--- src/ttc_config.svh ---
//--------------------------------------------------------------------------
// Build constants of the triple timer counter lite
// Channel count, data widths and APB address fields
//--------------------------------------------------------------------------
`ifndef TTC_CONFIG_SVH
`define TTC_CONFIG_SVH

`define TTC_NUM_CH  3          // Timer channels
`define TTC_CNT_W   16         // Counter and register data width
`define TTC_PSC_W   4          // Prescale exponent field
`define TTC_EVT_W   4          // Interrupt events per channel
`define TTC_ADDR_W  8          // APB address width
`define TTC_APB_DW  32         // APB data bus width

// Address fields
`define TTC_CH_MSB  7          // Channel number 1 to 3
`define TTC_CH_LSB  6
`define TTC_REG_MSB 5          // Register index within channel
`define TTC_REG_LSB 2

`endif

--- src/ttc_pkg.sv ---
//--------------------------------------------------------------------------
// Shared types of the timer counter
// Register index, clock and counter control fields, event bits
//--------------------------------------------------------------------------
`include "ttc_config.svh"

package ttc_pkg;

   // Register index from paddr[5:2]
   typedef enum logic [3:0] {
      REG_CLK_CTRL  = 4'd0,
      REG_CNTR_CTRL = 4'd1,
      REG_COUNT     = 4'd2,    // Read only
      REG_INTERVAL  = 4'd3,
      REG_MATCH1    = 4'd4,
      REG_MATCH2    = 4'd5,
      REG_MATCH3    = 4'd6,
      REG_ISR       = 4'd7,    // Clears on read
      REG_IER       = 4'd8
   } ttc_reg_e;

   // Clock control with prescale_en in bit 0
   typedef struct packed {
      logic [`TTC_PSC_W-1:0] prescale_exp;   // Tick every 2**(exp+1)
      logic                  prescale_en;
   } ttc_clk_ctrl_t;

   // Counter control with the stop bit in bit 0
   typedef struct packed {
      logic cnt_reset;         // Self clearing
      logic match_en;
      logic decrement;
      logic interval_mode;
      logic cnt_disable;       // Set out of reset
   } ttc_cntr_ctrl_t;

   // Status and enable bit positions
   typedef enum logic [1:0] {
      EVT_WRAP   = 2'd0,       // Interval or overflow
      EVT_MATCH1 = 2'd1,
      EVT_MATCH2 = 2'd2,
      EVT_MATCH3 = 2'd3
   } ttc_evt_e;

endpackage

--- src/ttc_apb_regs.sv ---
//--------------------------------------------------------------------------
// APB register decoder for all timer channels
// Write strobes, status read clear and read data mux
//--------------------------------------------------------------------------
`include "ttc_config.svh"

module ttc_apb_regs import ttc_pkg::*; (
   input  logic                                        pclk,
   input  logic                                        arst_n,
   input  logic                                        psel,
   input  logic                                        penable,
   input  logic                                        pwrite,
   input  logic [`TTC_ADDR_W-1:0]                      paddr,
   output logic [`TTC_APB_DW-1:0]                      prdata,
   // Per channel strobes
   output logic [`TTC_NUM_CH-1:0]                      clk_sel,
   output logic [`TTC_NUM_CH-1:0]                      cntr_sel,
   output logic [`TTC_NUM_CH-1:0]                      interval_sel,
   output logic [`TTC_NUM_CH-1:0][2:0]                 match_sel,
   output logic [`TTC_NUM_CH-1:0]                      ien_sel,
   output logic [`TTC_NUM_CH-1:0]                      status_clr,
   // Channel register contents
   input  ttc_clk_ctrl_t  [`TTC_NUM_CH-1:0]            clk_ctrl,
   input  ttc_cntr_ctrl_t [`TTC_NUM_CH-1:0]            cntr_ctrl,
   input  logic [`TTC_NUM_CH-1:0][`TTC_CNT_W-1:0]      count,
   input  logic [`TTC_NUM_CH-1:0][`TTC_CNT_W-1:0]      interval,
   input  logic [`TTC_NUM_CH-1:0][2:0][`TTC_CNT_W-1:0] match,
   input  logic [`TTC_NUM_CH-1:0][`TTC_EVT_W-1:0]      status,
   input  logic [`TTC_NUM_CH-1:0][`TTC_EVT_W-1:0]      ien
);

   localparam int CH_W = `TTC_CH_MSB - `TTC_CH_LSB + 1;

   logic                  acc_done;      // Access cycle already served
   logic                  access;        // First access cycle only
   logic [CH_W-1:0]       ch_field;      // Channel number from address
   logic [CH_W-1:0]       ch_idx;        // Zero based channel
   logic                  ch_valid;
   ttc_reg_e              reg_idx;
   logic                  wr_en;
   logic                  rd_en;
   logic [`TTC_CNT_W-1:0] rd_data;

   // Blocks a second strobe if penable is held
   always_ff @(posedge pclk or negedge arst_n) begin
      if (!arst_n) begin
         acc_done <= 1'b0;
      end else begin
         acc_done <= psel & penable;
      end
   end

   assign access   = psel & penable & ~acc_done;
   assign ch_field = paddr[`TTC_CH_MSB:`TTC_CH_LSB];
   assign ch_idx   = ch_field - 1'b1;
   assign ch_valid = (ch_field != '0);   // Channel 0 is empty space
   assign reg_idx  = ttc_reg_e'(paddr[`TTC_REG_MSB:`TTC_REG_LSB]);
   assign wr_en    = access & pwrite & ch_valid;
   assign rd_en    = access & ~pwrite & ch_valid;

   //------------------------------------------------------------------------
   // Write and read clear strobes
   //------------------------------------------------------------------------
   always_comb begin
      clk_sel      = '0;
      cntr_sel     = '0;
      interval_sel = '0;
      match_sel    = '0;
      ien_sel      = '0;
      status_clr   = '0;
      for (int i = 0; i < `TTC_NUM_CH; i++) begin
         if (ch_field == CH_W'(i + 1)) begin
            clk_sel[i]      = wr_en & (reg_idx == REG_CLK_CTRL);
            cntr_sel[i]     = wr_en & (reg_idx == REG_CNTR_CTRL);
            interval_sel[i] = wr_en & (reg_idx == REG_INTERVAL);
            match_sel[i][0] = wr_en & (reg_idx == REG_MATCH1);
            match_sel[i][1] = wr_en & (reg_idx == REG_MATCH2);
            match_sel[i][2] = wr_en & (reg_idx == REG_MATCH3);
            ien_sel[i]      = wr_en & (reg_idx == REG_IER);
            status_clr[i]   = rd_en & (reg_idx == REG_ISR);   // Read of status
         end
      end
   end

   //------------------------------------------------------------------------
   // Read data mux
   //------------------------------------------------------------------------
   always_comb begin
      case (reg_idx)
         REG_CLK_CTRL:  rd_data = `TTC_CNT_W'(clk_ctrl[ch_idx]);
         REG_CNTR_CTRL: rd_data = `TTC_CNT_W'(cntr_ctrl[ch_idx]);   // cnt_reset stored as 0
         REG_COUNT:     rd_data = count[ch_idx];
         REG_INTERVAL:  rd_data = interval[ch_idx];
         REG_MATCH1:    rd_data = match[ch_idx][0];
         REG_MATCH2:    rd_data = match[ch_idx][1];
         REG_MATCH3:    rd_data = match[ch_idx][2];
         REG_ISR:       rd_data = `TTC_CNT_W'(status[ch_idx]);
         REG_IER:       rd_data = `TTC_CNT_W'(ien[ch_idx]);
         default:       rd_data = '0;   // Unused index
      endcase
   end

   // Bus is driven only in a read access
   assign prdata = rd_en ? {{(`TTC_APB_DW - `TTC_CNT_W){1'b0}}, rd_data} : '0;

endmodule

--- src/ttc_channel.sv ---
//--------------------------------------------------------------------------
// One timer channel with its configuration registers
// Prescaler, counter and interrupt blocks
//--------------------------------------------------------------------------
`include "ttc_config.svh"

module ttc_channel import ttc_pkg::*; (
   input  logic                       pclk,
   input  logic                       arst_n,
   input  logic [`TTC_CNT_W-1:0]      pwdata,
   input  logic                       clk_sel,
   input  logic                       cntr_sel,
   input  logic                       interval_sel,
   input  logic [2:0]                 match_sel,
   input  logic                       ien_sel,
   input  logic                       status_clr,
   output ttc_clk_ctrl_t              clk_ctrl,
   output ttc_cntr_ctrl_t             cntr_ctrl,
   output logic [`TTC_CNT_W-1:0]      count,
   output logic [`TTC_CNT_W-1:0]      interval,
   output logic [2:0][`TTC_CNT_W-1:0] match,
   output logic [`TTC_EVT_W-1:0]      status,
   output logic [`TTC_EVT_W-1:0]      ien,
   output logic                       irq
);

   ttc_cntr_ctrl_t cntr_wdata;   // Write value without the reset bit
   logic           cnt_reset;
   logic           tick;
   logic [`TTC_EVT_W-1:0] evt;

   always_comb begin
      cntr_wdata           = ttc_cntr_ctrl_t'(pwdata[$bits(ttc_cntr_ctrl_t)-1:0]);
      cnt_reset            = cntr_sel & cntr_wdata.cnt_reset;
      cntr_wdata.cnt_reset = 1'b0;   // Never stored
   end

   //------------------------------------------------------------------------
   // Configuration registers
   //------------------------------------------------------------------------
   always_ff @(posedge pclk or negedge arst_n) begin
      if (!arst_n) begin
         clk_ctrl              <= '0;
         cntr_ctrl             <= '0;
         cntr_ctrl.cnt_disable <= 1'b1;   // Stopped out of reset
         interval              <= '0;
         match                 <= '0;
         ien                   <= '0;
      end else begin
         if (clk_sel)      clk_ctrl  <= ttc_clk_ctrl_t'(pwdata[$bits(ttc_clk_ctrl_t)-1:0]);
         if (cntr_sel)     cntr_ctrl <= cntr_wdata;
         if (interval_sel) interval  <= pwdata;
         for (int m = 0; m < 3; m++) begin
            if (match_sel[m]) match[m] <= pwdata;
         end
         if (ien_sel)      ien       <= pwdata[`TTC_EVT_W-1:0];
      end
   end

   ttc_prescaler i_prescaler (
      .pclk     (pclk),
      .arst_n   (arst_n),
      .clk_ctrl (clk_ctrl),
      .restart  (clk_sel),
      .tick     (tick)
   );

   ttc_counter i_counter (
      .pclk      (pclk),
      .arst_n    (arst_n),
      .tick      (tick),
      .cntr_ctrl (cntr_ctrl),
      .interval  (interval),
      .match     (match),
      .cnt_reset (cnt_reset),
      .count     (count),
      .evt       (evt)
   );

   ttc_irq i_irq (
      .pclk       (pclk),
      .arst_n     (arst_n),
      .evt        (evt),
      .ien        (ien),
      .status_clr (status_clr),
      .status     (status),
      .irq        (irq)
   );

endmodule

--- src/ttc_counter.sv ---
//--------------------------------------------------------------------------
// Up/down counter of one timer channel
// Interval or overflow wrap and match event detection
//--------------------------------------------------------------------------
`include "ttc_config.svh"

module ttc_counter import ttc_pkg::*; (
   input  logic                      pclk,
   input  logic                      arst_n,
   input  logic                      tick,
   input  ttc_cntr_ctrl_t            cntr_ctrl,
   input  logic [`TTC_CNT_W-1:0]     interval,
   input  logic [2:0][`TTC_CNT_W-1:0] match,
   input  logic                      cnt_reset,
   output logic [`TTC_CNT_W-1:0]     count,
   output logic [`TTC_EVT_W-1:0]     evt        // Valid at the update edge
);

   logic [`TTC_CNT_W-1:0] cnt_nxt;
   logic [`TTC_CNT_W-1:0] wrap_at;
   logic                  wrap;
   logic                  step;                 // Count moves this cycle

   assign step    = tick & ~cntr_ctrl.cnt_disable & ~cnt_reset;
   assign wrap_at = cntr_ctrl.interval_mode ? interval : '1;

   //------------------------------------------------------------------------
   // Next count
   //------------------------------------------------------------------------
   always_comb begin
      wrap = 1'b0;
      if (cntr_ctrl.decrement) begin
         if (count == '0) begin
            cnt_nxt = wrap_at;                  // Reload
            wrap    = 1'b1;
         end else begin
            cnt_nxt = count - 1'b1;
         end
      end else begin
         // Overflow still wraps if interval is below count
         if (count == wrap_at || count == '1) begin
            cnt_nxt = '0;
            wrap    = 1'b1;
         end else begin
            cnt_nxt = count + 1'b1;
         end
      end
   end

   // Events from the new count
   always_comb begin
      evt = '0;
      if (step) begin
         evt[EVT_WRAP]   = wrap;
         evt[EVT_MATCH1] = cntr_ctrl.match_en & (match[0] == cnt_nxt);
         evt[EVT_MATCH2] = cntr_ctrl.match_en & (match[1] == cnt_nxt);
         evt[EVT_MATCH3] = cntr_ctrl.match_en & (match[2] == cnt_nxt);
      end
   end

   always_ff @(posedge pclk or negedge arst_n) begin
      if (!arst_n) begin
         count <= '0;
      end else if (cnt_reset) begin
         count <= '0;                           // No event
      end else if (step) begin
         count <= cnt_nxt;
      end
   end

endmodule

--- src/ttc_irq.sv ---
//--------------------------------------------------------------------------
// Interrupt status of one timer channel
// Sticky event bits with read clear and masked interrupt
//--------------------------------------------------------------------------
`include "ttc_config.svh"

module ttc_irq (
   input  logic                  pclk,
   input  logic                  arst_n,
   input  logic [`TTC_EVT_W-1:0] evt,
   input  logic [`TTC_EVT_W-1:0] ien,
   input  logic                  status_clr,
   output logic [`TTC_EVT_W-1:0] status,
   output logic                  irq
);

   logic [`TTC_EVT_W-1:0] status_kept;   // Status after any clear

   assign status_kept = status_clr ? '0 : status;

   // Events of the clearing cycle survive
   always_ff @(posedge pclk or negedge arst_n) begin
      if (!arst_n) begin
         status <= '0;
      end else begin
         status <= status_kept | evt;
      end
   end

   // From registers only
   assign irq = |(status & ien);

endmodule

--- src/ttc_lite.sv ---
//--------------------------------------------------------------------------
// Top level of the triple timer counter lite
// APB register decoder and three timer channels
//--------------------------------------------------------------------------
`include "ttc_config.svh"

module ttc_lite import ttc_pkg::*; (
   input  logic                   pclk,
   input  logic                   arst_n,
   input  logic                   psel,
   input  logic                   penable,
   input  logic                   pwrite,
   input  logic [`TTC_ADDR_W-1:0] paddr,
   input  logic [`TTC_APB_DW-1:0] pwdata,
   output logic [`TTC_APB_DW-1:0] prdata,
   output logic [`TTC_NUM_CH-1:0] interrupt   // Bit i-1 is channel i
);

   // Strobes to the channels
   logic [`TTC_NUM_CH-1:0]                      clk_sel;
   logic [`TTC_NUM_CH-1:0]                      cntr_sel;
   logic [`TTC_NUM_CH-1:0]                      interval_sel;
   logic [`TTC_NUM_CH-1:0][2:0]                 match_sel;
   logic [`TTC_NUM_CH-1:0]                      ien_sel;
   logic [`TTC_NUM_CH-1:0]                      status_clr;
   // Register contents back to the decoder
   ttc_clk_ctrl_t  [`TTC_NUM_CH-1:0]            clk_ctrl;
   ttc_cntr_ctrl_t [`TTC_NUM_CH-1:0]            cntr_ctrl;
   logic [`TTC_NUM_CH-1:0][`TTC_CNT_W-1:0]      count;
   logic [`TTC_NUM_CH-1:0][`TTC_CNT_W-1:0]      interval;
   logic [`TTC_NUM_CH-1:0][2:0][`TTC_CNT_W-1:0] match;
   logic [`TTC_NUM_CH-1:0][`TTC_EVT_W-1:0]      status;
   logic [`TTC_NUM_CH-1:0][`TTC_EVT_W-1:0]      ien;

   ttc_apb_regs i_apb_regs (
      .pclk         (pclk),
      .arst_n       (arst_n),
      .psel         (psel),
      .penable      (penable),
      .pwrite       (pwrite),
      .paddr        (paddr),
      .prdata       (prdata),
      .clk_sel      (clk_sel),
      .cntr_sel     (cntr_sel),
      .interval_sel (interval_sel),
      .match_sel    (match_sel),
      .ien_sel      (ien_sel),
      .status_clr   (status_clr),
      .clk_ctrl     (clk_ctrl),
      .cntr_ctrl    (cntr_ctrl),
      .count        (count),
      .interval     (interval),
      .match        (match),
      .status       (status),
      .ien          (ien)
   );

   // One channel per interrupt line
   for (genvar gi = 0; gi < `TTC_NUM_CH; gi++) begin : g_ch
      ttc_channel i_channel (
         .pclk         (pclk),
         .arst_n       (arst_n),
         .pwdata       (pwdata[`TTC_CNT_W-1:0]),
         .clk_sel      (clk_sel[gi]),
         .cntr_sel     (cntr_sel[gi]),
         .interval_sel (interval_sel[gi]),
         .match_sel    (match_sel[gi]),
         .ien_sel      (ien_sel[gi]),
         .status_clr   (status_clr[gi]),
         .clk_ctrl     (clk_ctrl[gi]),
         .cntr_ctrl    (cntr_ctrl[gi]),
         .count        (count[gi]),
         .interval     (interval[gi]),
         .match        (match[gi]),
         .status       (status[gi]),
         .ien          (ien[gi]),
         .irq          (interrupt[gi])
      );
   end

endmodule

--- src/ttc_prescaler.sv ---
//--------------------------------------------------------------------------
// Clock prescaler of one timer channel
// Counting tick at pclk or pclk divided by 2**(exp+1)
//--------------------------------------------------------------------------
`include "ttc_config.svh"

module ttc_prescaler import ttc_pkg::*; (
   input  logic          pclk,
   input  logic          arst_n,
   input  ttc_clk_ctrl_t clk_ctrl,
   input  logic          restart,     // Clock control written
   output logic          tick
);

   // Wide enough for the largest exponent
   localparam int PW = 1 << `TTC_PSC_W;

   logic [PW-1:0]        psc_cnt;     // Free running
   logic [PW-1:0]        wrap_mask;   // Low exp+1 bits
   logic [`TTC_PSC_W:0]  wrap_bits;

   always_ff @(posedge pclk or negedge arst_n) begin
      if (!arst_n) begin
         psc_cnt <= '0;
      end else if (restart) begin
         psc_cnt <= '0;               // New divide starts clean
      end else begin
         psc_cnt <= psc_cnt + 1'b1;
      end
   end

   assign wrap_bits = {1'b0, clk_ctrl.prescale_exp} + 1'b1;
   assign wrap_mask = ~({PW{1'b1}} << wrap_bits);

   // Tick on the cycle before the low bits wrap
   always_comb begin
      if (clk_ctrl.prescale_en) begin
         tick = ((psc_cnt & wrap_mask) == wrap_mask);
      end else begin
         tick = 1'b1;                 // Undivided
      end
   end

endmodule

--- config.mk ---
export PLATFORM = sky130hd
export DESIGN_NAME = ttc_lite
export DESIGN_NICKNAME = d
export VERILOG_FILES = /design/src/ttc_pkg.sv /design/src/ttc_apb_regs.sv /design/src/ttc_channel.sv /design/src/ttc_counter.sv /design/src/ttc_irq.sv /design/src/ttc_lite.sv /design/src/ttc_prescaler.sv
export VERILOG_INCLUDE_DIRS = /design/src /design/src/src
export SDC_FILE = /design/constraint.sdc
export NUM_CORES = 1
export LEC_CHECK = 0
export ABC_AREA = 1
export ABC_CLOCK_PERIOD_IN_PS = 5700
export BUFFER_PORTS_ARGS = -buffer_cell sky130_fd_sc_hd__buf_2
export CAP_MARGIN = 20
export CORE_AREA = 4 4 197 199
export CTS_BUF_LIST = sky130_fd_sc_hd__clkbuf_16
export CTS_CLUSTER_DIAMETER = 150
export DETAILED_ROUTE_END_ITERATION = 7
export DIE_AREA = 0 0 201 203
export GPL_TIMING_DRIVEN = 0
export PLACE_DENSITY = 0.81
export SLEW_MARGIN = 40
export SYNTH_ARGS = -nofsm -noshare
export SYNTH_HDL_FRONTEND = slang
export SYNTH_SLANG_ARGS = --single-unit
--- constraint.sdc ---
create_clock -name pclk -period 5.7 [get_ports pclk]
set_clock_uncertainty 0.2 [all_clocks]
set_input_delay 1.14 -clock pclk [delete_from_list [all_inputs] [get_ports pclk]]
set_output_delay 1.14 -clock pclk [all_outputs]
set_load 0.005 [all_outputs]
==> results.md, run 1 <==
* Die height at slightly above 200 µm
* Syn Area/Cell at roughly 6.5 µm²
* Via count at about 27000
* Die Area at between 40000 and 50000 µm²
* Total CTS buffers at 38
* H-tree depth at 2
* Cell leakage power at approximately 13 nW
* Share of layout cells above drive strength 1 at 6.78%
* Cell-internal power at between 5 and 6 mW
* Gate power share at 48.8%
* Worst path bufs/invs at 7
* Final min period at about 5.7 ns
* Worst Setup Start Kind: input pin
* Initial DRT Pass Iterations at 8
* Vias in the first global route at 25100
* Pre-CTS setup slack at -1.38 ns
* Placed instance area at around 25000 µm²
* Iteration-0 DRC count of the detailed router at 4300
* Synthesized cell area at around 24000 µm²
* Switch share at between 40% and 50%
* Cell row count at slightly above 70
* Area Growth Syn to Fin at 9.91%
* Peak fanout along the critical path at 19
* Ant. Diodes at 0
* Sink Count at 340
* Utilization after layout at 69.5%
* Tot Pwr at 11.0 mW
* Crit-path most repeated cell: clkbuf_2
* Clock power share at 24.0%
* DR vias/cell at 6.41
* GPL Wtd Cong at between 1 and 1.5
* Sequential share of power at 27.2%
* Clk slew on worst S/H paths at roughly 0.060 ns
* Initial core utilization at between 60% and 70%
* Tcrit/Tclk final at 99.7%
* Max Slew Vio Count at 0
* Hold buffers post-CTS at 0
* Core footprint at between 30000 and 40000 µm²
* Number of max-cap violations at 0
* Sequential cell area fraction in the yosys report at roughly 36%
* WS Path Type: in -> out
* Top FF cell, synth: dfrtp_1
* Worst path cell trace: buf_2, inv_1, clkbuf_2, clkbuf_4, ha_2, clkbuf_2, clkbuf_2, o21ai_1, a221oi_1, buf_2
* IO Count at 80
* Post-Layout Cell Count at 4237
* Final hold slack at 0.266 ns
* Netlist cell types at 56
* Outcome: complete, no violations
* Peak Freq at between 150 and 200 MHz
* Root buf cell: clkbuf_16
* Tot GR Track Use at 45.9%
* Number of port buffers at 45
* CP delay by family, top: buffers and inverters
* Worst path arrival time at around 4.3 ns
* Most common cell after layout, fill and taps aside: nand2_1
* DRC viols at 0
* Clock Path Buffers at 3
* Setup TNS at 0 ns
* Most frequent cells in the layout: nand2_1 (1178), inv_1 (407), o21ai_0 (389)
* Worst Hold Class: reg -> reg
* First-pass GRT wire length at approximately 150000 µm
* Slowest CP cell: a221oi_1
* GR Overflow Total at 0
* Slew headroom at between 30% and 40%
* Finished Cell Area at ~26000 µm²
* Peak supply drop at around 370 µV
* NetSw at 5.18 mW
* Post-route ant nets at 0
* RSZ-0062 raised after global routing: false
* Initial antenna violation count at 2
* Gate Count Post-Synth at approximately 3600
* Routed WL per cell at 22.7 µm
* Asr flop ratio synth at 100%
* Pwr Density at approximately 420 nW/µm²
* Total wire length at a little under 100000 µm
* DP Cell Count at roughly 4200
* Critical Path RT at ~4.4 ns
* Hpwl dp at 74200 µm
* CTS tree: done
* Die W at between 200 and 250 µm
* Crit path largest cell delay at about 0.58 ns
* Post-synth EDFFs at 0
* Final WS setup at about 0.016 ns
* Critical Path Sink Type: output port
* Pin count of the biggest net entering global routing at 79
* Yosys warning count at 0
* #FFs+latches synth at 340
* Final net count at 3807
* Endpoints failing setup at 0
* Least-Margin Pin Slew at between 0.9 and 1 ns
* CTS resizes at 17
* Setup Buffers After CTS at 0
* Hold Vio Cnt, Final at 0
* Worst-Skew Late Latency at 0.60 ns
[final timing paths]
check	from	to	slack (ns)	depth (start not counted)
worst max-delay path	paddr[6]	prdata[11]	0.02	10
worst min-delay path	g_ch[0].i_channel.i_prescaler.psc_cnt[0]	g_ch[0].i_channel.i_prescaler.psc_cnt[0]	0.27	1
worst max register to register	g_ch[0].i_channel.clk_ctrl[1]	g_ch[0].i_channel.i_irq.status[3]	2.34	18
worst min register to register	g_ch[0].i_channel.i_prescaler.psc_cnt[0]	g_ch[0].i_channel.i_prescaler.psc_cnt[0]	0.27	1
max in group asynchronous	arst_n	g_ch[2].i_channel.i_counter.count[10]	3.52	4
min in group asynchronous	arst_n	g_ch[1].i_channel.i_counter.count[2]	0.29	1
[area by class of cell]
type / instances / area [µm²]
sequential: 340 / 8510
inverter: 410 / 1540
clock inverter: 28 / 352
tap: 474 / 593
timing repair buffer: 49 / 345
buffer: 181 / 913
fill: 3221 / 11300
multi-input combinational: 2717 / 12700
clock buffer: 38 / 951
[per-layer routing]
metal,GRT usage [%],part of all wire (%)
met3,14.1,16
met4,26.7,7.7
met2,67.7,41
met1,60.2,35
met5,0,0
[power by group through the flow]
stage	combinational (mW)	sequential [mW]	clock, mW
2_1_floorplan	3.65	2.90	0
3_5_place_dp	5.07	3.00	0
3_3_place_gp	4.97	2.99	0
6_report	5.35	2.98	2.63
5_1_grt	5.83	3.00	2.71
4_1_cts	5.11	2.96	2.60
[synthesized netlist by cell type, types with 25 or more instances]
| cell type | n | area (µm²) |
|---|---|---|
| nor3_1 | 29 | 145 |
| a21oi_1 | 118 | 591 |
| xor2_1 | 40 | 350 |
| buf_4 | 27 | 203 |
| nand3b_1 | 28 | 210 |
| inv_1 | 403 | 1510 |
| o22ai_1 | 79 | 494 |
| nand3_1 | 266 | 1330 |
| clkbuf_1 | 105 | 394 |
| ha_1 | 25 | 313 |
| nor2_1 | 363 | 1360 |
| nand2_1 | 1178 | 4420 |
| nand4_1 | 34 | 213 |
| o21ai_0 | 390 | 1950 |
| buf_2 | 38 | 190 |
| dfrtp_1 | 337 | 8430 |
| a221oi_1 | 27 | 236 |
[logic make-up after synthesis]
logic type	Yosys count	synth area share, %
compound gates	683	16.2
xor+xnor	46	1.71
fa+ha+maj	25	1.33
buf+inv	593	10.3
flops	340	36.1
mux	1	0.0425
other cells	1	0.0159
simple gates	1946	34.2
[flip-flops by register name, indices dropped and copies added (netlist names)]
register,flops
g_ch.i_channel.interval,48
g_ch.i_channel.i_prescaler.psc_cnt,48
g_ch.i_channel.clk_ctrl,15
g_ch.i_channel.ien,12
g_ch.i_channel.i_counter.count,48
g_ch.i_channel.i_irq.status,12
g_ch.i_channel.cntr_ctrl,12
i_apb_regs.acc_done,1
g_ch.i_channel.match,144
(Power assumes the default switching activity.)
==> run 2, diff against run 1 <==
--- a/config.mk
+++ b/config.mk
@@ -10,13 +10,15 @@
 export ABC_CLOCK_PERIOD_IN_PS = 5700
 export BUFFER_PORTS_ARGS = -buffer_cell sky130_fd_sc_hd__buf_2
 export CAP_MARGIN = 20
-export CORE_AREA = 4 4 197 199
+export CELL_PAD_IN_SITES_DETAIL_PLACEMENT = 1
+export CELL_PAD_IN_SITES_GLOBAL_PLACEMENT = 1
+export CORE_AREA = 4 4 232 234
 export CTS_BUF_LIST = sky130_fd_sc_hd__clkbuf_16
 export CTS_CLUSTER_DIAMETER = 150
 export DETAILED_ROUTE_END_ITERATION = 7
-export DIE_AREA = 0 0 201 203
+export DIE_AREA = 0 0 236 238
 export GPL_TIMING_DRIVEN = 0
-export PLACE_DENSITY = 0.81
+export PLACE_DENSITY_LB_ADDON = 0.1
 export SLEW_MARGIN = 40
 export SYNTH_ARGS = -nofsm -noshare
 export SYNTH_HDL_FRONTEND = slang
==> results.md, run 2 (same netlist as run 1, synthesis figures left out) <==
* Most frequent cells in the layout: nand2_1 (1178), inv_1 (412), o21ai_0 (387)
* Slowest CP cell: a211oi_1
* Fill count at approximately 7000
* WS Path Type: in -> out
* Worst path arrival time at 4.26 ns
* Iteration-0 DRC count of the detailed router at between 2000 and 3000
* FF-to-FF setup slack at around 2 ns
* GR Overflow Total at 0
* Total CTS buffers at 41
* Worst path cell trace: buf_2, inv_1, clkbuf_2, buf_4, ha_2, clkbuf_2, clkbuf_1, nand2_1, o21ai_0, a221oi_1, a211oi_1, buf_2
* Share of layout cells above drive strength 1 at about 7.0%
* DRC viols at 0
* Worst Hold Class: in -> async
* Clk slew on worst S/H paths at roughly 0.060 ns
* Die Area at ~56000 µm²
* Endpoints failing setup at 0
* CP delay by family, top: buffers and inverters
* RSZ-0062 raised after global routing: false
* Initial core utilization at a little under half
* R2R depth at 14
* DR vias/cell at around 6.0
* Reg-to-reg endpoint: g_ch[1].i_channel.i_irq.status[3]
* Clock Path Buffers at 3
* Placed instance area at between 20000 and 25000 µm²
* Die height at approximately 240 µm
* First-pass GRT wire length at 170000 µm
* Final min period at between 5 and 6 ns
* Outcome: complete, no violations
* Hpwl dp at about 90000 µm
* Least-Margin Pin Slew at 0.919 ns
* Tot Pwr at 11.2 mW
* Peak fanout along the critical path at 11
* Vias in the first global route at around 27000
* Most common cell after layout, fill and taps aside: nand2_1
* Die W at roughly 240 µm
* Setup Buffers After CTS at 0
* Total wire length at approximately 110000 µm
* Cell leakage power at roughly 13 nW
* Routed WL per cell at around 25 µm
* Cell row count at between 80 and 90
* Finished Cell Area at around 26000 µm²
* Max Slew Vio Count at 0
* Number of port buffers at 45
* Area Growth Syn to Fin at 11.3%
* Setup TNS at 0 ns
* CTS tree: done
* Crit path largest cell delay at 0.57 ns
* Worst-Skew Late Latency at around 0.60 ns
* Tcrit/Tclk final at just under 100%
* Worst path bufs/invs at 7
* Pin count of the biggest net entering global routing at between 70 and 80
* H-tree depth at 2
* Initial DRT Pass Iterations at 8
* Core footprint at roughly 52000 µm²
* Initial antenna violation count at 7
* Hold buffers post-CTS at 0
* Critical Path RT at about 4.4 ns
* Final net count at between 3000 and 4000
* Via count at roughly 27000
* Peak Freq at 178 MHz
* Root buf cell: clkbuf_16
* IO Count at 80
* Worst Setup Start Kind: input pin
* Register name with the most flops: g_ch.i_channel.match
* Sink Count at 340
* Pwr Density at 427 nW/µm²
* Worst r2r src: g_ch[1].i_channel.i_counter.count[0]
* Tot GR Track Use at 39.2%
* Hold Vio Cnt, Final at 0
* GPL Wtd Cong at roughly 1.0
* Peak supply drop at roughly 280 µV
* Largest register FFs at roughly 140
* Slew headroom at 38.7%
* Critical Path Sink Type: output port
* Final WS setup at 0.0959 ns
* Number of max-cap violations at 0
* Pre-CTS setup slack at -1.55 ns
* Post-route ant nets at 0
## run 2: cell count changes in the layout (fill, tap and decap cells not counted), moves of 2 or more
cell,previous run,this run
inv_1,407,412
bufinv_16,6,3
diode_2,0,4
clkbuf_16,38,41
o21ai_1,8,10
clkinv_2,8,6
clkinv_8,0,2
clkinvlp_4,0,3
o21ai_0,389,387
clkbuf_1,87,81
clkbuf_2,17,22
## run 2: final cells by class
type                       count  area (µm²)  share of cell area [%]
antenna                        4        10.0                  0.0382
buffer                       182         932                    3.56
clock buffer                  41        1030                    3.91
clock inverter                30         265                    1.01
inverter                     410        1540                    5.89
multi-input combinational   2717       12700                    48.4
sequential                   340        8510                    32.5
tap                          688         861                    3.28
timing repair buffer          50         373                    1.42
## run 2: worst max path at each step
stage / start / end / slack [ns] / depth (start not counted)
floorplan: paddr[6] / prdata[10] / 0.82 / 12
global placement: arst_n / g_ch[2].i_channel.i_prescaler.psc_cnt[8] / -3.35 / 1
detailed placement: paddr[6] / prdata[4] / -1.55 / 14
global route: paddr[6] / prdata[4] / 0.01 / 13
CTS: paddr[6] / prdata[12] / -0.04 / 14
finish: paddr[6] / prdata[5] / 0.1 / 12
## run 2: worst register-to-register path: stages (launching register included)
cell and delay [ns]:
dfrtp_1 0.42, inv_1 0.23, ha_1 0.22, nand2_1 0.08, nor2_2 0.38, nand4_1 0.20
nand2_1 0.11, inv_1 0.05, a21oi_1 0.58, nand2_1 0.37, nand2_1 0.14, nand2_1 0.06
nor2_1 0.10, nand3_1 0.24, o21bai_1 0.24
## run 2: through the flow
step | cells | hold WS (ns) | utilization [%]
after floorplan | 3650 | 0.232 | -
after global placement | 4383 | 0.246 | 47.5
after detailed placement | 4388 | 0.270 | 47.8
after CTS | 4459 | 0.216 | 50.3
after global routing | 4461 | 0.232 | 50.4
final | 4462 | 0.228 | 50.4
## run 2: power by group
group | internal (mW) | switching (mW)
clock | 1.45 | 1.15
combinational | 1.58 | 4.01
sequential | 2.70 | 0.292
total | 5.73 | 5.45
## run 2: per-layer routing
metal,global-route usage [%],vias up,wire length [µm]
met1,53.0,13400,46800
li1,-,12000,-
met2,60.5,1294,49600
met4,19.3,6,6180
met5,0,-,38
met3,7.91,303,10200
## run 2: timing repair
item                       CTS  global route
setup endpoints to repair   16            14
gates resized for setup     25             8
pin swaps                    0             0
